===== src/design/fb_macros.svh =====
////////////////////////////////////////
// default raster sizes are XGA 1024x768
// horizontal total must be a multiple of 4
// slot numbers index hcount[1:0]
////////////////////////////////////////
`ifndef FB_MACROS_SVH
`define FB_MACROS_SVH

// horizontal raster, in pixels
`define FB_H_ACTIVE 1024
`define FB_H_FRONT 24
`define FB_H_SYNC 136
`define FB_H_BACK 160

// vertical raster, in lines
`define FB_V_ACTIVE 768
`define FB_V_FRONT 3
`define FB_V_SYNC 6
`define FB_V_BACK 29

// memory slots within each four-pixel group
`define FB_SLOT_READ 0
`define FB_SLOT_WRITE 2

// cycles from read address to read data
`define FB_READ_LATENCY 2

// apb register map
`define FB_REG_OFFSET 4'h0
`define FB_REG_ADDR 4'h4
`define FB_REG_DATA 4'h8

`endif


===== src/design/fb_pkg.sv =====
////////////////////////////////////////
// shared types of the frame buffer
// memory word holds four pixels plus parity
////////////////////////////////////////
package fb_pkg;

   // one grey pixel
   typedef logic [7:0] pixel_t;

   // four pixels, parity in the top nibble
   typedef logic [35:0] mem_word_t;

   // word address of the 512k ZBT
   typedef logic [18:0] mem_addr_t;

   // raster position
   typedef logic [10:0] hcount_t;
   typedef logic [9:0] vcount_t;

   // view offset register
   typedef logic [5:0] offset_t;

   // clear sequencer FSM
   typedef enum logic [1:0] {
      idle,
      clearing,
      done
   } clear_state_t;

endpackage


===== src/design/fb_ifs.sv =====
////////////////////////////////////////
// raster bus and write request channel
// sync is active low, blank active high
////////////////////////////////////////
`timescale 1ns/1ps

interface raster_if;
   import fb_pkg::*;

   hcount_t hcount;
   vcount_t vcount;
   logic hsync;
   logic vsync;
   logic blank;

   modport source (output hcount, vcount, hsync, vsync, blank);
   modport sink (input hcount, vcount, hsync, vsync, blank);
endinterface

interface wr_req_if;
   import fb_pkg::*;

   // client holds valid, addr and data until grant
   logic valid;
   mem_addr_t addr;
   logic [31:0] data;
   logic grant;

   modport client (output valid, addr, data, input grant);
   modport arbiter (input valid, addr, data, output grant);
endinterface


===== src/design/apb_pixel_port.sv =====
////////////////////////////////////////
// APB slave, no wait states on registers
// data writes wait for a memory write slot
// data register is write only
////////////////////////////////////////
`timescale 1ns/1ps
`include "fb_macros.svh"

module apb_pixel_port (
   input logic clk,
   input logic reset,
   input logic psel,
   input logic penable,
   input logic pwrite,
   input logic [3:0] paddr,
   input logic [31:0] pwdata,
   output logic [31:0] prdata,
   output logic pready,
   output logic pslverr,
   output fb_pkg::offset_t offset,
   wr_req_if.client req
);
   import fb_pkg::*;

   mem_addr_t word_addr;
   logic access;
   logic sel_offset;
   logic sel_addr;
   logic sel_data;
   logic bad_access;

   // address decode
   always_comb begin
      access = psel && penable;
      sel_offset = (paddr == `FB_REG_OFFSET);
      sel_addr = (paddr == `FB_REG_ADDR);
      sel_data = (paddr == `FB_REG_DATA);
      // unknown address or a read of the data register
      bad_access = !(sel_offset || sel_addr || (sel_data && pwrite));
   end

   // pixel write request lives for the whole access phase
   assign req.valid = access && sel_data && pwrite;
   assign req.addr = word_addr;
   assign req.data = pwdata;

   // register accesses end at once, data writes end on grant
   assign pready = access && (!req.valid || req.grant);
   assign pslverr = access && bad_access;

   always_comb begin
      case (paddr)
         `FB_REG_OFFSET: prdata = 32'(offset);
         `FB_REG_ADDR: prdata = 32'(word_addr);
         default: prdata = '0;
      endcase
   end

   always_ff @(posedge clk) begin
      if (reset) begin
         offset <= '0;
         word_addr <= '0;
      end else if (access && pwrite) begin
         if (sel_offset) begin
            offset <= pwdata[$bits(offset_t)-1:0];
         end
         if (sel_addr) begin
            word_addr <= pwdata[$bits(mem_addr_t)-1:0];
         end
         // post-increment after each stored group
         if (req.grant) begin
            word_addr <= word_addr + 1'b1;
         end
      end
   end

   // host request must hold still until the arbiter takes it
   a_req_held : assert property (@(posedge clk) disable iff (reset)
      req.valid && !req.grant |=> req.valid && $stable(req.addr) && $stable(req.data))
      else $error("host write request changed before its grant");

endmodule


===== src/design/clear_sequencer.sv =====
////////////////////////////////////////
// zero-fills the frame on an offset change
// one word per granted write slot
// a change while clearing restarts at word 0
////////////////////////////////////////
`timescale 1ns/1ps

module clear_sequencer #(
   // default is the XGA frame in 36-bit words
   parameter int frame_words = 196608
) (
   input logic clk,
   input logic reset,
   input fb_pkg::offset_t offset,
   wr_req_if.client req
);
   import fb_pkg::*;

   clear_state_t state;
   offset_t last_offset;
   mem_addr_t word_addr;
   logic changed;
   logic last_word;

   assign changed = (offset != last_offset);
   assign last_word = (word_addr == mem_addr_t'(frame_words - 1));

   // request zero data for the current word
   assign req.valid = (state == clearing);
   assign req.addr = word_addr;
   assign req.data = '0;

   always_ff @(posedge clk) begin
      if (reset) begin
         state <= idle;
         last_offset <= '0;
         word_addr <= '0;
      end else begin
         last_offset <= offset;
         if (changed) begin
            state <= clearing;
            word_addr <= '0;
         end else begin
            case (state)
               clearing: begin
                  // advance only when the arbiter takes the word
                  if (req.grant) begin
                     if (last_word) begin
                        state <= done;
                     end else begin
                        word_addr <= word_addr + 1'b1;
                     end
                  end
               end
               done: state <= idle;
               default: state <= idle;
            endcase
         end
      end
   end

   a_addr_in_frame : assert property (@(posedge clk) disable iff (reset)
      req.valid |-> (req.addr < frame_words))
      else $error("clear address beyond frame");

endmodule


===== src/design/display_fetch.sv =====
////////////////////////////////////////
// one word read per group, low byte first
// video lags the raster by five clocks
// assumes read slot 0 and latency of 2 or less
////////////////////////////////////////
`timescale 1ns/1ps
`include "fb_macros.svh"

module display_fetch #(
   parameter int h_active = `FB_H_ACTIVE,
   parameter int h_total = `FB_H_ACTIVE + `FB_H_FRONT + `FB_H_SYNC + `FB_H_BACK
) (
   input logic clk,
   input logic reset,
   raster_if.sink raster,
   output fb_pkg::mem_addr_t read_addr,
   input fb_pkg::mem_word_t mem_rdata,
   output fb_pkg::pixel_t video_pixel,
   output logic video_hsync,
   output logic video_vsync,
   output logic video_blank
);
   import fb_pkg::*;

   localparam int line_words = h_active / 4;
   localparam logic [1:0] capture_slot = 2'((`FB_SLOT_READ + `FB_READ_LATENCY) % 4);
   // clocks from raster position to the pixel shifter
   localparam int lag = 4;

   mem_word_t word_q;
   logic [31:0] shift_q;
   logic [lag-1:0] hsync_d;
   logic [lag-1:0] vsync_d;
   logic [lag-1:0] blank_d;

   // group under the raster, fetched one group ahead of the video
   // groups past h_active fall in blanking and are never shown
   assign read_addr = mem_addr_t'(raster.vcount * line_words)
                    + mem_addr_t'(raster.hcount[10:2]);

   // capture the returned word, then load the shifter on slot 3
   always_ff @(posedge clk) begin
      if (raster.hcount[1:0] == capture_slot) begin
         word_q <= mem_rdata;
      end
      if (raster.hcount[1:0] == 2'd3) begin
         shift_q <= word_q[31:0];
      end else begin
         shift_q <= {8'h00, shift_q[31:8]};
      end
   end

   ////////////////////////////////////////
   // sync and blank delay, output stage
   ////////////////////////////////////////
   always_ff @(posedge clk) begin
      if (reset) begin
         hsync_d <= '1;
         vsync_d <= '1;
         blank_d <= '1;
         video_pixel <= '0;
         video_hsync <= 1'b1;
         video_vsync <= 1'b1;
         video_blank <= 1'b1;
      end else begin
         hsync_d <= {hsync_d[lag-2:0], raster.hsync};
         vsync_d <= {vsync_d[lag-2:0], raster.vsync};
         blank_d <= {blank_d[lag-2:0], raster.blank};
         // black during blanking
         video_pixel <= blank_d[lag-1] ? '0 : shift_q[7:0];
         video_hsync <= hsync_d[lag-1];
         video_vsync <= vsync_d[lag-1];
         video_blank <= blank_d[lag-1];
      end
   end

   // raster must agree with the line length used here
   a_hcount_range : assert property (@(posedge clk) disable iff (reset)
      raster.hcount < h_total)
      else $error("hcount beyond horizontal total");

endmodule


===== src/design/raster_timer.sv =====
////////////////////////////////////////
// one pixel per clock, no clock enable
// horizontal total must be a multiple of 4
// reset parks the raster at the last pixel
////////////////////////////////////////
`timescale 1ns/1ps
`include "fb_macros.svh"

module raster_timer #(
   parameter int h_active = `FB_H_ACTIVE,
   parameter int h_front = `FB_H_FRONT,
   parameter int h_sync = `FB_H_SYNC,
   parameter int h_back = `FB_H_BACK,
   parameter int v_active = `FB_V_ACTIVE,
   parameter int v_front = `FB_V_FRONT,
   parameter int v_sync = `FB_V_SYNC,
   parameter int v_back = `FB_V_BACK
) (
   input logic clk,
   input logic reset,
   raster_if.source raster
);
   import fb_pkg::*;

   localparam int h_total = h_active + h_front + h_sync + h_back;
   localparam int v_total = v_active + v_front + v_sync + v_back;
   localparam int h_sync_start = h_active + h_front;
   localparam int v_sync_start = v_active + v_front;

   hcount_t h_next;
   vcount_t v_next;
   logic line_end;

   // next position, vcount steps at each line wrap
   always_comb begin
      line_end = (raster.hcount == hcount_t'(h_total - 1));
      h_next = line_end ? '0 : raster.hcount + 1'b1;
      v_next = raster.vcount;
      if (line_end) begin
         v_next = (raster.vcount == vcount_t'(v_total - 1)) ? '0 : raster.vcount + 1'b1;
      end
   end

   // sync and blank are decoded from the next position
   // so they stay aligned with the registered counters
   always_ff @(posedge clk) begin
      if (reset) begin
         raster.hcount <= hcount_t'(h_total - 1);
         raster.vcount <= vcount_t'(v_total - 1);
         raster.hsync <= 1'b1;
         raster.vsync <= 1'b1;
         raster.blank <= 1'b1;
      end else begin
         raster.hcount <= h_next;
         raster.vcount <= v_next;
         raster.hsync <= !((h_next >= h_sync_start) && (h_next < h_sync_start + h_sync));
         raster.vsync <= !((v_next >= v_sync_start) && (v_next < v_sync_start + v_sync));
         raster.blank <= (h_next >= h_active) || (v_next >= v_active);
      end
   end

   // slot sharing needs whole four-pixel groups per line
   a_htotal_mod4 : assert property (@(posedge clk) (h_total % 4) == 0)
      else $error("horizontal total %0d is not a multiple of 4", h_total);

endmodule


===== src/design/slot_arbiter.sv =====
////////////////////////////////////////
// one memory port shared by hcount[1:0]
// clear beats host on the write slot
// idle slots carry the display address
////////////////////////////////////////
`timescale 1ns/1ps
`include "fb_macros.svh"

module slot_arbiter (
   input logic clk,
   raster_if.sink raster,
   wr_req_if.arbiter clear_req,
   wr_req_if.arbiter host_req,
   input fb_pkg::mem_addr_t read_addr,
   output fb_pkg::mem_addr_t mem_addr,
   output fb_pkg::mem_word_t mem_wdata,
   output logic mem_we
);
   import fb_pkg::*;

   logic write_slot;
   logic clear_win;
   logic host_win;
   mem_addr_t write_addr;
   logic [31:0] write_data;

   always_comb begin
      write_slot = (raster.hcount[1:0] == 2'(`FB_SLOT_WRITE));
      clear_win = write_slot && clear_req.valid;
      host_win = write_slot && host_req.valid && !clear_req.valid;

      // winner's address and data
      write_addr = clear_win ? clear_req.addr : host_req.addr;
      write_data = '0;
      if (clear_win) begin
         write_data = clear_req.data;
      end else if (host_win) begin
         write_data = host_req.data;
      end
   end

   // grants are single-cycle since each write slot lasts one clock
   assign clear_req.grant = clear_win;
   assign host_req.grant = host_win;

   assign mem_we = clear_win || host_win;
   assign mem_addr = mem_we ? write_addr : read_addr;
   // parity nibble is always written as zero
   assign mem_wdata = {4'h0, write_data};

   // the display read slot is never given to a write
   a_read_slot_free : assert property (@(posedge clk)
      (raster.hcount[1:0] == 2'(`FB_SLOT_READ)) |-> (!mem_we && (mem_addr == read_addr)))
      else $error("display read slot taken by a write");

endmodule


===== src/design/zbt_frame_buffer.sv =====
////////////////////////////////////////
// frame buffer core, one clock domain
// memory port is a pipelined ZBT style
// horizontal total must be a multiple of 4
////////////////////////////////////////
`timescale 1ns/1ps
`include "fb_macros.svh"

module zbt_frame_buffer #(
   parameter int h_active = `FB_H_ACTIVE,
   parameter int h_front = `FB_H_FRONT,
   parameter int h_sync = `FB_H_SYNC,
   parameter int h_back = `FB_H_BACK,
   parameter int v_active = `FB_V_ACTIVE,
   parameter int v_front = `FB_V_FRONT,
   parameter int v_sync = `FB_V_SYNC,
   parameter int v_back = `FB_V_BACK
) (
   input logic clk,
   input logic reset,
   // apb slave
   input logic psel,
   input logic penable,
   input logic pwrite,
   input logic [3:0] paddr,
   input logic [31:0] pwdata,
   output logic [31:0] prdata,
   output logic pready,
   output logic pslverr,
   // memory port
   output fb_pkg::mem_addr_t mem_addr,
   output fb_pkg::mem_word_t mem_wdata,
   output logic mem_we,
   input fb_pkg::mem_word_t mem_rdata,
   // video
   output fb_pkg::pixel_t video_pixel,
   output logic video_hsync,
   output logic video_vsync,
   output logic video_blank
);
   import fb_pkg::*;

   localparam int h_total = h_active + h_front + h_sync + h_back;
   localparam int frame_words = h_active * v_active / 4;

   raster_if raster ();
   wr_req_if clear_req ();
   wr_req_if host_req ();

   mem_addr_t read_addr;
   offset_t offset;

   raster_timer #(
      .h_active(h_active), .h_front(h_front), .h_sync(h_sync), .h_back(h_back),
      .v_active(v_active), .v_front(v_front), .v_sync(v_sync), .v_back(v_back)
   ) u_raster_timer (
      .clk(clk), .reset(reset), .raster(raster)
   );

   clear_sequencer #(.frame_words(frame_words)) u_clear_sequencer (
      .clk(clk), .reset(reset), .offset(offset), .req(clear_req)
   );

   apb_pixel_port u_apb_pixel_port (
      .clk(clk), .reset(reset), .psel(psel), .penable(penable), .pwrite(pwrite),
      .paddr(paddr), .pwdata(pwdata), .prdata(prdata), .pready(pready),
      .pslverr(pslverr), .offset(offset), .req(host_req)
   );

   slot_arbiter u_slot_arbiter (
      .clk(clk), .raster(raster), .clear_req(clear_req), .host_req(host_req),
      .read_addr(read_addr), .mem_addr(mem_addr), .mem_wdata(mem_wdata),
      .mem_we(mem_we)
   );

   display_fetch #(.h_active(h_active), .h_total(h_total)) u_display_fetch (
      .clk(clk), .reset(reset), .raster(raster), .read_addr(read_addr),
      .mem_rdata(mem_rdata), .video_pixel(video_pixel), .video_hsync(video_hsync),
      .video_vsync(video_vsync), .video_blank(video_blank)
   );

endmodule


===== config.mk =====
export PLATFORM = sky130hd
export DESIGN_NAME = zbt_frame_buffer
export DESIGN_NICKNAME = d
export VERILOG_FILES = /design/src/design/fb_pkg.sv /design/src/design/fb_ifs.sv /design/src/design/apb_pixel_port.sv /design/src/design/clear_sequencer.sv /design/src/design/display_fetch.sv /design/src/design/raster_timer.sv /design/src/design/slot_arbiter.sv /design/src/design/zbt_frame_buffer.sv
export VERILOG_INCLUDE_DIRS = /design/src /design/src/design
export SDC_FILE = /design/constraint.sdc
export NUM_CORES = 1
export LEC_CHECK = 0
export BUFFER_PORTS_ARGS = -buffer_cell sky130_fd_sc_hd__buf_2
export CAP_MARGIN = 10
export CORE_AREA = 10 10 106 202
export DETAILED_ROUTE_END_ITERATION = 10
export DIE_AREA = 0 0 116 212
export PLACE_DENSITY_LB_ADDON = 0.15
export SETUP_SLACK_MARGIN = 0.02
export SLEW_MARGIN = 40
export SYNTH_ARGS = -nofsm -noshare
export SYNTH_HDL_FRONTEND = slang
export SYNTH_HIERARCHICAL = 1
export SYNTH_SLANG_ARGS = --single-unit

===== constraint.sdc =====
create_clock -name clk -period 3.2 [get_ports clk]
set_clock_uncertainty 0.15 [all_clocks]
set_input_delay 0.16 -clock clk [delete_from_list [all_inputs] [get_ports clk]]
set_output_delay 0.16 -clock clk [all_outputs]
set_load 0.005 [all_outputs]

# Yosys cells after proc, flatten, opt, wreduce, memory -nomap -nowiden
# Cells that the tools add are included.
[word_totals]
register_bits = 163
input_bits = 77
out_inout_bits = 101
[op_classes]
addsub = 5
magnitude_cmp = 6
n_eq_ne = 11
mux = 15
bitwise_logic = 2
reduce_logical = 32
[ops]
columns = ["cell", "n"]
rows = [
  ["$mux 19", 4],
  ["$mux 32", 2],
  ["$add 19x1->19 const B", 2],
  ["$pmux 19 s2", 1],
  ["$mux 24", 1],
  ["$ge 11x11->1 const B", 2],
  ["$ge 10x10->1 const B", 2],
  ["$mux 10", 2],
  ["$add 18x9->19", 1],
  ["$eq 19x18->1 const B", 1],
  ["$logic_and 1x1->1", 12],
  ["$add 11x1->11 const B", 1],
  ["$eq 11x11->1 const B", 1],
  ["$lt 11x11->1 const B", 1],
  ["$mux 11", 1],
  ["$add 10x1->10 const B", 1],
  ["$eq 10x10->1 const B", 1],
  ["$lt 10x10->1 const B", 1],
  ["$reduce_and 2->1", 4],
  ["$ne 3x3->1 const B", 2],
  ["$ne 6x6->1", 1],
  ["$logic_not 1->1", 5],
  ["$logic_or 1x1->1", 5],
  ["$eq 2x2->1 const B", 2],
  ["other kinds (10)", 15],
]

# Logic depth before layout (Yosys ltp)
# Gate-level depths: netlist (run 1).
[logic_depth]
word_depth = 7
depth_mapped = 12
mapped_depth_nobuf = 8

# Cells and area by module
# The synthesis (run 1) kept the hierarchy.
[modules_own_cells]
columns = ["mod", "instances", "cells_per_inst", "area_per_inst_um2", "seq_area_each_um2"]
rows = [
  ["display_fetch", 1, 179, 2932.8, 2062.0],
  ["apb_pixel_port", 1, 264, 2026.9, 500.5],
  ["clear_sequencer", 1, 174, 1551.5, 540.5],
  ["raster_timer", 1, 179, 1436.4, 480.5],
  ["slot_arbiter", 1, 91, 942.2, 0.0],
]

# Worst setup path before layout (run 1)
# OpenSTA, ideal clock, no wires.
[synth_path]
path_kind = "register to register"
start = "reg u_raster_timer.raster.hcount[0]"
end = "reg u_raster_timer.raster.vsync"
setup_ns = 0.124
t_arrival_ns = 2.180
required_time_ns = 2.926
setup_slack_ns = 0.746
path_stages_with_launch = 8
n_path_buf = 1
path_cell_list = "dfxtp_1 > ha_1 > and3_1 > buf_2 > nand4_2 > or4_1 > and3_1 > a2111o_1"
[synth_via]
elab_chain_len = 5
[synth_rtl]
columns = ["item", "line", "rtl"]
rows = [
  ["from (decl)", "fb_ifs.sv:16", "modport source (output hcount, vcount, hsync, vsync, blank);"],
  ["from (signal assigned)", "raster_timer.sv:48", "raster.hcount <= hcount_t'(h_total - 1);"],
  ["from (signal assigned)", "raster_timer.sv:54", "raster.hcount <= h_next;"],
  ["$eq 11x11->1 *", "raster_timer.sv:36", "line_end = (raster.hcount == hcount_t'(h_total - 1));"],
  ["$mux 10 *", "raster_timer.sv:39", "if (line_end) begin"],
  ["$ge 10x10->1 / $lt 10x10->1 (equally long branches)", "raster_timer.sv:57", "raster.vsync <= !((v_next >= v_sync_start) && (v_next < v_sync_start + v_sync));"],
  ["$logic_and 1x1->1 *", "raster_timer.sv:57", ""],
  ["$logic_not 1->1 *", "raster_timer.sv:57", ""],
  ["to (signal assigned)", "raster_timer.sv:57", ""],
  ["to (decl)", "fb_ifs.sv:16", ""],
]
# Mark *: on every way between the ends. The rest lies on a longest branch, timed or not.
# A chain may end at the register's enable or synchronous reset.

# Worst setup path after layout (run 1)
[layout_path]
start = "reg u_raster_timer.raster.vcount[5]"
end = "reg u_raster_timer.raster.vsync"
[layout_via]
elab_chain_len = 6
[layout_rtl]
columns = ["item", "line", "rtl"]
rows = [
  ["from (decl)", "fb_ifs.sv:16", ""],
  ["from (signal assigned)", "raster_timer.sv:49", "raster.vcount <= vcount_t'(v_total - 1);"],
  ["from (signal assigned)", "raster_timer.sv:55", "raster.vcount <= v_next;"],
  ["$add 10x1->10 / $eq 10x10->1 (equally long branches)", "raster_timer.sv:40", "v_next = (raster.vcount == vcount_t'(v_total - 1)) ? '0 : raster.vcount + 1'b1;"],
  ["$mux 10", "raster_timer.sv:40", ""],
  ["$mux 10 *", "raster_timer.sv:39", ""],
  ["$ge 10x10->1 / $lt 10x10->1 (equally long branches)", "raster_timer.sv:57", ""],
  ["$logic_and 1x1->1 *", "raster_timer.sv:57", ""],
  ["$logic_not 1->1 *", "raster_timer.sv:57", ""],
]
# Marked as above.

==> results of run 1 <==
## cell usage after synthesis, drive strengths merged (4+ instances only)
cell    number
a211oi       4
a21o         6
a21oi       36
a22o        38
a22oi        8
a31oi        5
and2        23
and3        19
and4         6
buf        114
clkbuf      22
dfxtp      131
edfxtp      32
ha           8
inv         12
mux2        62
mux2i        6
nand2       46
nand2b       8
nand3       36
nand4       19
nor2        43
nor2b       12
nor3        19
nor4        18
o21ai       21
o22ai        8
o32ai        4
or2         17
or3         11
xnor2       34
xor2         6
## worst max-delay path, stage by stage (launching register included)
cell and delay, ns:
sky130_fd_sc_hd__dfxtp_1 0.51, sky130_fd_sc_hd__nand4b_1 0.18, sky130_fd_sc_hd__nor4_1 0.70, sky130_fd_sc_hd__o21ai_1 0.16
sky130_fd_sc_hd__a221o_1 0.38, sky130_fd_sc_hd__nand3b_1 0.19, sky130_fd_sc_hd__a2111o_1 0.29
## flip-flops by register name (all words and copies together), names as in the netlist, 2 cells and up
register and flops:
u_display_fetch/blank_d 4, u_apb_pixel_port/offset 6, u_clear_sequencer/req.addr 19, u_display_fetch/hsync_d 4
u_raster_timer/raster.hcount 11, u_display_fetch/shift_q 32, u_display_fetch/word_q 32, u_display_fetch/vsync_d 4
u_clear_sequencer/state 2, u_apb_pixel_port/req.addr 19, u_display_fetch/video_pixel 8, u_raster_timer/raster.vcount 10
u_clear_sequencer/last_offset 6
## worst max-delay path by stage
stage,slack [ns],endpoint,startpoint,cells past startpoint
floorplan,0.75,u_raster_timer/raster.vsync,u_raster_timer/raster.hcount[0],7
global placement,0.54,u_raster_timer/raster.vsync,u_raster_timer/raster.vcount[5],6
detailed placement,0.54,u_raster_timer/raster.vsync,u_raster_timer/raster.vcount[5],6
CTS,0.55,u_raster_timer/raster.vsync,u_raster_timer/raster.vcount[5],6
global route,0.30,u_raster_timer/raster.vsync,u_raster_timer/raster.vcount[5],6
finish,0.53,u_raster_timer/raster.vsync,u_raster_timer/raster.vcount[5],6
## what timing repair did
action	4_1_cts	5_1_grt
endpoints found under the hold margin	51	0
gates resized for setup	0	0
hold buffers	48	0
buffers inserted	0	0
## where the power goes
part           total [mW]  leakage (nW)  internal [mW]  switching (mW)
clock                2.13         0.306           1.14           0.995
sequential           2.64          1.37           2.44           0.201
combinational        1.80          2.58          0.877           0.926
## cell families (layout without fill, tap and decap cells)
group                      Yosys count  count (layout)
AOI/OAI and AO/OA                  160             160
xor gates and xnor gates            40              40
adders and majority gates            8               8
buffers and inverters              148             266
DFF                                163             163
muxes                               68              68
other                                3              49
and+or+nand+nor                    297             297
## area by class of cell
cell class,instances,area (um2),area share
timing repair buffer,222,1396,0.1340
multi-input combinational,622,4496,0.4313
tap,216,270.3,0.02593
clock inverter,15,207.7,0.01993
clock buffer,17,425.4,0.04081
sequential,163,3583,0.3438
inverter,12,45.04,0.004321
## layer usage
layer  track usage  part of all wire  vias up
met5             0                 0        -
met4       0.06768             0.020        0
met3       0.03895             0.055       26
met2        0.3365              0.55      204
met1        0.2070              0.38     3391
li1              -                 -     3376
## layout by cell type, fill, tap and decap left out, types with 5 or more instances in the layout
| cell | Yosys | routed |
|---|---|---|
| sky130_fd_sc_hd__a21oi_1 | 35 | 35 |
| sky130_fd_sc_hd__xor2_1 | 6 | 6 |
| sky130_fd_sc_hd__edfxtp_1 | 32 | 32 |
| sky130_fd_sc_hd__mux2_4 | 40 | 40 |
| sky130_fd_sc_hd__a22o_1 | 38 | 38 |
| sky130_fd_sc_hd__buf_4 | 92 | 18 |
| sky130_fd_sc_hd__clkbuf_16 | 0 | 17 |
| sky130_fd_sc_hd__a31oi_1 | 5 | 5 |
| sky130_fd_sc_hd__o21ai_0 | 20 | 20 |
| sky130_fd_sc_hd__and2_1 | 23 | 23 |
| sky130_fd_sc_hd__xnor2_1 | 34 | 34 |
| sky130_fd_sc_hd__nand2b_1 | 8 | 8 |
| sky130_fd_sc_hd__nor2_1 | 43 | 43 |
| sky130_fd_sc_hd__conb_1 | 3 | 49 |
| sky130_fd_sc_hd__and3_2 | 8 | 8 |
| sky130_fd_sc_hd__a21o_1 | 5 | 5 |
| sky130_fd_sc_hd__nor2b_1 | 11 | 11 |
| sky130_fd_sc_hd__and4_1 | 5 | 5 |
| sky130_fd_sc_hd__dlygate4sd3_1 | 0 | 48 |
| sky130_fd_sc_hd__or3_1 | 11 | 10 |
| sky130_fd_sc_hd__nor3_1 | 18 | 18 |
| sky130_fd_sc_hd__inv_1 | 12 | 12 |
| sky130_fd_sc_hd__nand4_1 | 16 | 16 |
| sky130_fd_sc_hd__mux2_2 | 22 | 22 |
| sky130_fd_sc_hd__mux2i_1 | 6 | 6 |
| sky130_fd_sc_hd__clkinv_8 | 0 | 6 |
| sky130_fd_sc_hd__ha_1 | 8 | 8 |
| sky130_fd_sc_hd__a22oi_1 | 8 | 8 |
| sky130_fd_sc_hd__o22ai_1 | 8 | 8 |
| sky130_fd_sc_hd__nand2_1 | 44 | 44 |
| sky130_fd_sc_hd__nor4_1 | 14 | 13 |
| sky130_fd_sc_hd__dfxtp_1 | 131 | 131 |
| sky130_fd_sc_hd__or2_2 | 16 | 16 |
| sky130_fd_sc_hd__nand3_1 | 36 | 36 |
| sky130_fd_sc_hd__and3_1 | 11 | 11 |
| sky130_fd_sc_hd__buf_2 | 13 | 156 |
==> results, run 1 <==
- The flow ran to the end, and the final reports show no timing, DRC or antenna violations.
- The initial utilization of the core area, before any placement, comes to 0.4880.
- The count of antenna diodes in the layout is 0.
- The number of placed instances with taps included is 1187.
- The first global-routing pass estimated 36210 um of wire.
- Data arrives at the worst endpoint at 2.84 ns.
- The power density over the cells is 630.5 mW/mm2.
- The clock net sink count is 163.
- At the end of the flow, the number of nets in the layout was 1123.
- The final instance area is 0.01042 mm2.
- The count of placed standard cells in the final layout, fillers left out is 1267.
- The pin slew with the least headroom to its limit is 0.7691 ns.
- Of the total synthesized cell area, the portion taken by full adders, half adders and majority gates is 0.01126.
- The number of buffers inserted during clock tree synthesis is 17.
- The die span in x is 116 um.
- Synthesis produced a netlist whose cell count is 887.
- TritonCTS built the clock tree.
- The share of the synthesized area in compound gates (AO/OA/AOI/OAI) is 0.1302.
- The number of library cell types mapped by synthesis is 82.
- The depth of the CTS H-tree is 4.
- The total of flip-flops plus latches after synthesis is 163.
- The share of flip-flops with an asynchronous set or reset is 0.
- The most instantiated flip-flop cell in the synthesis netlist is sky130_fd_sc_hd__dfxtp_1.
- The headroom to the max-slew limit is 0.4826.
- The longest clock path from root to sink contains 2 buffers.
- The via count of the first global-routing pass came to 6670.
- Data on the critical path is required at its endpoint by 3.37 ns.
- At the end of routability-driven placement, the weighted congestion stood at 0.9026.
- The fraction of synthesized cell area in xor and xnor cells is 0.03941.
- Entering global routing, the biggest net connects 37 pins.
- The detail route stage leaves a number of antenna-violating nets equal to 0.
- The number of max-slew violations in the final report is 0.
- The total core area is 0.01822 mm2.
- The number of synthesis warnings is 6.
- In the final layout, the share of cells above drive strength 1 is 0.3054.
- Setup violations remaining at the end of the flow were counted as 0.
- Max-cap violations in this run came to 0.
- Once layout is complete, the utilization of the core stands at 0.5722.
- For this block, the initial DRC count from the detailed router was 440.
- The capturing element type of the critical path is a register.
- The clock latency at the later pin of the worst-skew pair is 0.43 ns.
- Along the worst path, the maximum fanout reaches 9.
- The launch instance of the worst min-delay path is pwdata[12].
- The sum of routed wire length over all layers is 23130 um.
- The nature of the critical path startpoint is a register.
- The worst hold path depth is 3.
- Based on the critical path, the design can be clocked at up to 375.1 MHz.
- The worst setup slack after layout is 0.5339 ns.
- The worst reg2reg path startpoint is u_raster_timer/raster.vcount[5].
- The die is 212 um tall.
- Setup repair after global routing left no endpoint under its margin.
- The share of synthesized area in the top cell type comes to 0.2950.
- In the final routed layout, each cell accounts on average for 18.26 um.
- The worst min-delay path endpoint is u_apb_pixel_port/req.addr[12].
- For this run, design rule violations remaining after detail routing come to 0.
- The worst register-to-register path ends at u_raster_timer/raster.vsync.
- The global-route total usage across every layer is 0.1864.
- In this run the cell area of the synthesized design comes to 0.008890 mm2.
- The critical path class is register to register.
- The mean post-synth cell area is 10.02 um2.
- The fraction of the mapped netlist area in simple logic gates is 0.1997.
- The clock slew at the register clock pins of the worst setup and hold paths is 0.07 ns.
- The HPWL reported at the end of detailed placement is 16570 um.
- The total negative slack for setup checks is 0 ns.
- The filler cells instantiated in the layout total 1633.
- The clock period could shrink to 2.666 ns.
- The die footprint is 0.02459 mm2.
- The initial antenna violation count is 0.
- The hold violation total from the final report came to 0.
- The largest voltage drop on the vdd net is 0.5479 mV.
- The pre-CTS setup slack is 0.5443 ns.
- The count of buffers added on input and output ports is 156.
- The fraction of the cycle the final worst path needs is 0.8332.
- The cell depth of the worst flop-to-flop path is 6.
- The leakage component of the power is 4.257 nW.
- The combinational family with the most area after synthesis is simple AND/OR/NAND/NOR gates.
- The path type of the worst min-delay path is input port to register.
- sky130_fd_sc_hd__dfxtp_1 takes more of the synthesized area than any other cell.
- Using the TritonRoute via totals, the vias-per-cell ratio works out to 5.522.
- By area the synthesized netlist is led by sky130_fd_sc_hd__dfxtp_1 30%, sky130_fd_sc_hd__edfxtp_1 11%, sky130_fd_sc_hd__buf_4 7.8%.
- The cell row count is 70.
- The detailed-route via count is 6997.
- After layout, the design draws a total of 6.572 mW.
- Summing all placed instances gives a cell area of 0.009309 mm2.
- From synthesis to final layout, the design area changed by 17.25%.
- The number of flops mapped to enable cells by yosys is 32.
- The number of primary I/O pins is 178.
- The first-pass detailed-route iteration total is 5.
- The tree is rooted in a sky130_fd_sc_hd__clkbuf_16.
- The proportion of synthesized area in mux cells is 0.1022.
- The flop-to-flop setup slack is 0.53 ns.
- The sum of overflow across all layers after global routing is 0.
- Across all hold checks on the routed design, the worst slack comes to 0.02135 ns.
- The post-synthesis sequential area ratio is 0.4031.
Note: power is estimated with default switching activity, not from simulation.
==> run 2, diff against run 1 <==
==> constraint.sdc (replaced) <==
create_clock -name clk -period 2.43 [get_ports clk]
set_clock_uncertainty 0.15 [all_clocks]
set_input_delay 0.1215 -clock clk [delete_from_list [all_inputs] [get_ports clk]]
set_output_delay 0.1215 -clock clk [all_outputs]
set_load 0.005 [all_outputs]
==> run 2 against run 1 <==
Against the previous run: setup slack lost 0.46 ns; clock power is 26% higher; combinational power rose by 56%; register-to-register slack lost 0.43 ns; wire length is 3.8% higher; die area unchanged; count of clock-buffer cells in the layout grew 3; power grew 35%; critical path depth rose by 1; largest cell class unchanged; highest routed layer unchanged.
==> results, run 2 (same netlist as run 1, synthesis figures left out) <==
- The time the worst path needs with I/O delays and setup is 2.354 ns.
- The sum of overflow across all layers after global routing is 0 (unchanged).
- The maximum number of buffers from clock root to sink is 2 (unchanged).
- The power density over the cells was 819.5 mW/mm2 (was 630.5 mW/mm2).
- The final core utilization came to 0.5929 (was 0.5722).
- The worst hold margin was 0.02885 ns (was 0.02135 ns).
- The quantity of I/O buffers inserted on ports came to 156 (unchanged).
- The routed metal-1 wirelength came to 9086 um (was 8761 um).
- The headroom to the max-slew limit was 0.5866 (was 0.4826).
- The first-pass GRT wire length came to 36960 um (was 36210 um).
- Sequence of cells on the critical path: and2b_4 -> nor2_1 -> nor3b_4 -> buf_6 -> buf_12 -> mux2_2 -> buf_2 (was nand4b_1 -> nor4_1 -> o21ai_1 -> a221o_1 -> nand3b_1 -> a2111o_1).
- The share of final-layout standard cells stronger than drive strength 1 came to 0.3330 (was 0.3054).
- The via count of the first global-routing pass was 6960 (was 6670).
- The detailed-route vias per instance is 5.386 (was 5.522).
- The leakage component of the power is 4.467 nW (was 4.257 nW).
- The leading cell type in the layout, fill and taps excluded is sky130_fd_sc_hd__buf_2 (unchanged).
- The uppermost metal layer occupied by signal nets is met4 (unchanged).
- The first-pass detailed-route iteration total was 5 (unchanged).
- The number of design rule violations left after detail routing is 0 (unchanged).
- The initial antenna violation count was 1 (was 0).
- The critical path arrival came to 2.08 ns (was 2.84 ns).
- The critical path class was register to output pin (was register to register).
- RSZ-0062 raised after global routing: yes (was no).
- The average wire per cell in the routed design is 18.34 um (was 18.26 um).
- The die span in x is 116 um (unchanged).
- The path type of the worst min-delay path is input port to register (unchanged).
- The global-route total usage across every layer is 0.1910 (was 0.1864).
- The slowest cell on the critical path is sky130_fd_sc_hd__mux2_2 (was sky130_fd_sc_hd__nor4_1).
- The clock slew at the register clock pins of the worst setup and hold paths came to 0.07 ns (about the same).
- The clock net sink count came to 163 (unchanged).
- The final instance area came to 0.01080 mm2 (was 0.01042 mm2).
- The detailed-route via count came to 7056 (was 6997).
- The effective utilization at floorplan was 0.4880 (unchanged).
- Commonest non-fill, non-tap cells in the layout: 156 x sky130_fd_sc_hd__buf_2, 130 x sky130_fd_sc_hd__dfxtp_1, 51 x sky130_fd_sc_hd__dlygate4sd3_1, 51 x sky130_fd_sc_hd__buf_4, 49 x sky130_fd_sc_hd__conb_1 (was 156 x sky130_fd_sc_hd__buf_2, 131 x sky130_fd_sc_hd__dfxtp_1, 49 x sky130_fd_sc_hd__conb_1, 48 x sky130_fd_sc_hd__dlygate4sd3_1, 44 x sky130_fd_sc_hd__nand2_1).
- Status: finished clean (unchanged).
- The largest voltage drop on the vdd net was 0.5839 mV (was 0.5479 mV).
- The root cell of the clock tree is sky130_fd_sc_hd__clkbuf_16 (unchanged).
- The critical path data required time is 2.16 ns (was 3.37 ns).
- The total core area came to 0.01822 mm2 (unchanged).
- The final count of negative-setup-slack endpoints is 0 (unchanged).
- The area growth from synthesis to layout was 21.51% (was 17.25%).
- For this run, the top clock speed supported by timing is 424.8 MHz.
- The HPWL reported at the end of detailed placement is 17230 um (was 16570 um).
- The depth of the CTS H-tree was 4 (unchanged).
- The number of fill cells is 1569 (was 1633).
- The count of placed standard cells in the final layout, fillers left out is 1310 (was 1267).
- The number of violations of the max-capacitance limit came to 0 (unchanged).
- The capturing element type of the critical path is an output pin (was register).
- The number of buffers inserted during clock tree synthesis came to 17 (unchanged).
- The largest fanout on the critical path was 10 (was 9).
- The height of the die is 212 um (unchanged).
- The fraction of the cycle the final worst path needs is 0.9686.
- The clock latency at the later pin of the worst-skew pair is 0.42 ns (was 0.43 ns).
- The final estimated routing congestion in global placement is 0.9263 (was 0.9026).
- The number of max-slew violations in the final report was 0 (unchanged).
- The CTS tree is done (unchanged).
- The residual antenna-violating net count after detailed routing was 0 (unchanged).
- The number of primary I/O pins was 178 (unchanged).
- The initial detailed-routing violation count is 400 (was 440).
- The number of nets in the layout is 1165 (was 1123).
- The sum of routed wire length over all layers is 24020 um (was 23130 um).
- The area after detailed placement came to 0.009590 mm2 (was 0.009309 mm2).
- The die footprint came to 0.02459 mm2 (unchanged).
- The cell row count is 70 (unchanged).
- The hold violation total from the final report is 0 (unchanged).
- The number of placed instances with taps included is 1221 (was 1187).
- The wire length on met3 is 1276 um (was 1283 um).
- The delay of the slowest cell on the worst path is 0.36 ns (was 0.70 ns).
- Leading registers by flop count: u_display_fetch/shift_q: 32 flops, u_display_fetch/word_q: 32 flops (unchanged).
- The pin count of the biggest net entering global routing is 38 (was 37).
- The nature of the critical path startpoint is a register (unchanged).
- The detailed-routed wire length on met2 is 13040 um (was 12640 um).
- The pin slew with the least headroom to its limit was 0.6150 ns (was 0.7691 ns).
- The total negative slack for setup checks is 0 ns (unchanged).
-- run 2: path summary, 6_finish.rpt --
kind | from | endpoint | slack, ns | depth (start not counted)
worst min-delay path | pwdata[6] | u_apb_pixel_port/req.addr[6] | 0.03 | 4
worst max register to register | u_raster_timer/raster.hcount[0] | u_raster_timer/raster.hsync | 0.10 | 7
worst max-delay path | u_clear_sequencer/state[1] | mem_addr[2] | 0.08 | 7
worst min register to register | u_raster_timer/raster.blank | u_display_fetch/blank_d[0] | 0.26 | 1
-- run 2: worst max-delay path: cells and delay by family (launching register included) --
family	cells	cell delay (ns)
mux	1	0.36
buf+inv	3	0.43
simple gates	3	0.53
flops	1	0.32
-- run 2: what timing repair did --
item	CTS	global route
buffers inserted	1	3
hold endpoints to repair	57	0
setup endpoints to repair	17	35
resized for setup	8	5
cloned	0	1
hold buffers	51	0
pin swaps	1	2
-- run 2: area by class of cell --
| cell class | instances | area (um2) | area share |
|---|---|---|---|
| antenna | 1 | 2.502 | 0.0002317 |
| inverter | 12 | 48.80 | 0.004518 |
| tap | 216 | 270.3 | 0.02502 |
| clock inverter | 12 | 133.9 | 0.01239 |
| sequential | 163 | 3585 | 0.3319 |
| clock buffer | 20 | 457.9 | 0.04240 |
| timing repair buffer | 264 | 1777 | 0.1645 |
| multi-input combinational | 622 | 4527 | 0.4191 |
-- run 2: power breakdown --
group | switching, mW | internal, mW | total (mW)
clock network | 1.17 | 1.51 | 2.68
registers | 0.156 | 3.21 | 3.36
logic | 1.42 | 1.39 | 2.80
-- run 2: per-layer routing --
| layer | GRT usage | vias up |
|---|---|---|
| li1 | - | 3466 |
| met3 | 0.03697 | 42 |
| met4 | 0.07852 | 0 |
| met5 | 0 | - |
| met1 | 0.2050 | 3351 |
| met2 | 0.3507 | 197 |
-- run 2: through the flow --
stage	total power [mW]	setup WS, ns
after global placement	6.053	0.1031
after global routing	9.288	0.006862
after detailed placement	6.076	0.08003
after floorplan	5.327	0.02497
after CTS	8.877	0.04939
final	8.852	0.07620
==> run 3, diff against run 2 <==
--- a/config.mk
+++ b/config.mk
@@ -11,6 +11,7 @@
 export CORE_AREA = 10 10 106 202
 export DETAILED_ROUTE_END_ITERATION = 10
 export DIE_AREA = 0 0 116 212
+export GPL_TIMING_DRIVEN = 0
 export PLACE_DENSITY_LB_ADDON = 0.15
 export SETUP_SLACK_MARGIN = 0.02
 export SLEW_MARGIN = 40
==> constraint.sdc (replaced) <==
create_clock -name clk -period 3 [get_ports clk]
set_clock_uncertainty 0.15 [all_clocks]
set_input_delay 0.15 -clock clk [delete_from_list [all_inputs] [get_ports clk]]
set_output_delay 0.15 -clock clk [all_outputs]
set_load 0.005 [all_outputs]
==> run 3 against run 2 <==
Against the previous run: setup slack gained 0.034 ns; global-route usage grew 0.51 points; power shrank 19%; count of clock-buffer cells in the layout shrank 3; highest routed layer unchanged; critical path type is now register to register.
==> results, run 3 (same netlist as run 1, synthesis figures left out) <==
- Status: finished clean (unchanged).
- The worst setup slack after layout is 0.1098 ns (was 0.07620 ns).
- The number of design rule violations left after detail routing is 0 (unchanged).
- The sum of overflow across all layers after global routing is 0 (unchanged).
- The critical path data required time is 3.15 ns (was 2.16 ns).
- The largest voltage drop on the vdd net is 0.4984 mV (was 0.5839 mV).
- The path type of the worst min-delay path is input port to register (unchanged).
- The maximum number of buffers from clock root to sink came to 2 (unchanged).
- For this run, the top clock speed supported by timing is 346.0 MHz.
- The leading cell type in the layout, fill and taps excluded is sky130_fd_sc_hd__buf_2 (unchanged).
- The headroom to the max-slew limit is 0.4951 (was 0.5866).
- The share of total power in the clock network is 0.312 (was 0.303).
- The part of the total power dissipated in combinational logic was 0.292 (was 0.317).
- The number of primary I/O pins is 178 (unchanged).
- The final instance area is 0.01118 mm2 (was 0.01080 mm2).
- The root cell of the clock tree is sky130_fd_sc_hd__clkbuf_16 (unchanged).
- The initial detailed-routing violation count is 447 (was 400).
- The number of nets in the layout is 1230 (was 1165).
- The total power after layout is 7.139 mW (was 8.852 mW).
- The time the worst path needs with I/O delays and setup is 2.890 ns.
- The share of final-layout standard cells stronger than drive strength 1 is 0.3506 (was 0.3330).
- The total core area came to 0.01822 mm2 (unchanged).
- The proportion of power drawn by flip-flops and latches is 0.396 (was 0.380).
- The fraction of power spent switching nets was 0.3159 (was 0.3101).
- The HPWL reported at the end of detailed placement came to 18200 um (was 17230 um).
- The global-route total usage across every layer is 0.1960 (was 0.1910).
- The area after detailed placement was 0.01005 mm2 (was 0.009590 mm2).
- The power dissipated by switching net loads is 2.255 mW (was 2.745 mW).
- The residual antenna-violating net count after detailed routing is 0 (unchanged).
- The first-pass GRT wire length was 37850 um (was 36960 um).
- The clock latency at the later pin of the worst-skew pair came to 0.43 ns (was 0.42 ns).
- The cell row count is 70 (unchanged).
- Leading registers by flop count: u_display_fetch/shift_q: 32 flops, u_display_fetch/word_q: 32 flops (unchanged).
- Of the available clock period, the critical path in the final layout requires 0.9634.
- The depth of the CTS H-tree is 4 (unchanged).
- The internal power of the cells is 4.884 mW (was 6.107 mW).
- The effective utilization at floorplan is 0.4880 (unchanged).
- The detailed-route vias per instance is 5.309 (was 5.386).
- The height of the die is 212 um (unchanged).
- The clock slew at the register clock pins of the worst setup and hold paths is 0.08 ns (was 0.07 ns).
- The largest fanout on the critical path is 8 (was 10).
- The setup fix buffers added after clock tree synthesis is 0 (was 1).
- The initial antenna violation count is 0 (was 1).
- RSZ-0062 raised after global routing: no (was yes).
- The final core utilization was 0.6138 (was 0.5929).
- The sum of routed wire length over all layers is 24490 um (was 24020 um).
- The power density over the cells came to 638.4 mW/mm2 (was 819.5 mW/mm2).
- The capturing element type of the critical path is a register (was output pin).
- The via count of the first global-routing pass came to 7133 (was 6960).
- The count of placed standard cells in the final layout, fillers left out came to 1374 (was 1310).
- The area growth from synthesis to layout was 25.78% (was 21.51%).
- The critical path arrival is 3.04 ns (was 2.08 ns).
- The average wire per cell in the routed design is 17.83 um (was 18.34 um).
- The die footprint is 0.02459 mm2 (unchanged).
- The leakage component of the power is 4.746 nW (was 4.467 nW).
- The count of antenna diodes in the layout is 0 (was 1).
- The quantity of I/O buffers inserted on ports is 143 (was 156).
- The pin count of the biggest net entering global routing is 33 (was 38).
- Commonest non-fill, non-tap cells in the layout: 155 x sky130_fd_sc_hd__buf_2, 129 x sky130_fd_sc_hd__dfxtp_1, 92 x sky130_fd_sc_hd__buf_4, 50 x sky130_fd_sc_hd__dlygate4sd3_1, 49 x sky130_fd_sc_hd__conb_1 (was 156 x sky130_fd_sc_hd__buf_2, 130 x sky130_fd_sc_hd__dfxtp_1, 51 x sky130_fd_sc_hd__dlygate4sd3_1, 51 x sky130_fd_sc_hd__buf_4, 49 x sky130_fd_sc_hd__conb_1).
- The hold violation total from the final report is 0 (unchanged).
- The final estimated routing congestion in global placement is 0.9149 (was 0.9263).
- The nature of the critical path startpoint is a register (unchanged).
- The first-pass detailed-route iteration total was 5 (unchanged).
- The final count of negative-setup-slack endpoints is 0 (unchanged).
- The number of placed instances with taps included is 1292 (was 1221).
- The die span in x is 116 um (unchanged).
- The number of violations of the max-capacitance limit came to 0 (unchanged).
- The pre-CTS setup slack is -0.3365 ns (was 0.08003 ns).
- The clock net sink count came to 163 (unchanged).
- The pin slew with the least headroom to its limit is 0.7573 ns (was 0.6150 ns).
- The critical path class is register to register (was register to output pin).
- The detailed-route via count came to 7295 (was 7056).
- The number of max-slew violations in the final report is 0 (unchanged).
- The flop-to-flop setup slack is 0.11 ns (was 0.10 ns).
- The CTS tree is done (unchanged).
- The number of buffers inserted during clock tree synthesis is 17 (unchanged).
run 3: metrics by stage:
step                      hold slack (ns)  setup TNS [ns]
final                             0.04355               0
after CTS                         0.02027               0
after detailed placement           0.1784          -4.313
after floorplan                   0.06907               0
after global routing              0.05997               0
after global placement             0.1774          -4.382
run 3: layout make-up:
class,instances,area [um2]
clock inverter,15,188.9
multi-input combinational,622,4482
buffer,136,968.4
clock buffer,17,425.4
timing repair buffer,193,1216
fill,1601,7036
tap,216,270.3
inverter,12,45.04
sequential,163,3586
run 3: path summary, 6_finish.rpt:
check                                                     start                           end  cells past startpoint
worst max-delay path            u_raster_timer/raster.vcount[1]   u_raster_timer/raster.vsync                      9
worst min-delay path                                  pwdata[7]  u_apb_pixel_port/req.addr[7]                      4
worst max register to register  u_raster_timer/raster.vcount[1]   u_raster_timer/raster.vsync                      9
worst min register to register       u_display_fetch/blank_d[0]    u_display_fetch/blank_d[1]                      1
run 3: power by group through the flow:
stage / clock (mW) / combinational (mW) / sequential [mW]
final: 2.23 / 2.08 / 2.82
after CTS: 2.28 / 2.08 / 2.82
after floorplan: 0 / 1.52 / 2.79
after detailed placement: 0 / 2.00 / 2.87
after global placement: 0 / 1.99 / 2.85
after global routing: 2.36 / 2.27 / 2.87
run 3: critical path, cell delays in order (launching register included):
cell and delay (ns):
sky130_fd_sc_hd__dfxtp_1 0.39, sky130_fd_sc_hd__clkbuf_1 0.23, sky130_fd_sc_hd__inv_1 0.10, sky130_fd_sc_hd__ha_1 0.15, sky130_fd_sc_hd__nand4b_1 0.13, sky130_fd_sc_hd__nor4_2 0.50
sky130_fd_sc_hd__o21ai_1 0.14, sky130_fd_sc_hd__a221o_1 0.38, sky130_fd_sc_hd__nand3b_1 0.23, sky130_fd_sc_hd__a2111o_1 0.37
run 3: what timing repair did:
action | in CTS | in global routing
hold buffers | 50 | 0
endpoints found under the setup margin | 2 | 3
gates cloned | 0 | 0
endpoints found under the hold margin | 52 | 0
gates resized for setup | 3 | 7
run 3: metal layers:
| metal | track usage | wire, um |
|---|---|---|
| met5 | 0 | 0 |
| met4 | 0.08590 | 697 |
| met3 | 0.03726 | 1281 |
| met2 | 0.3672 | 13460 |
| met1 | 0.2024 | 9055 |
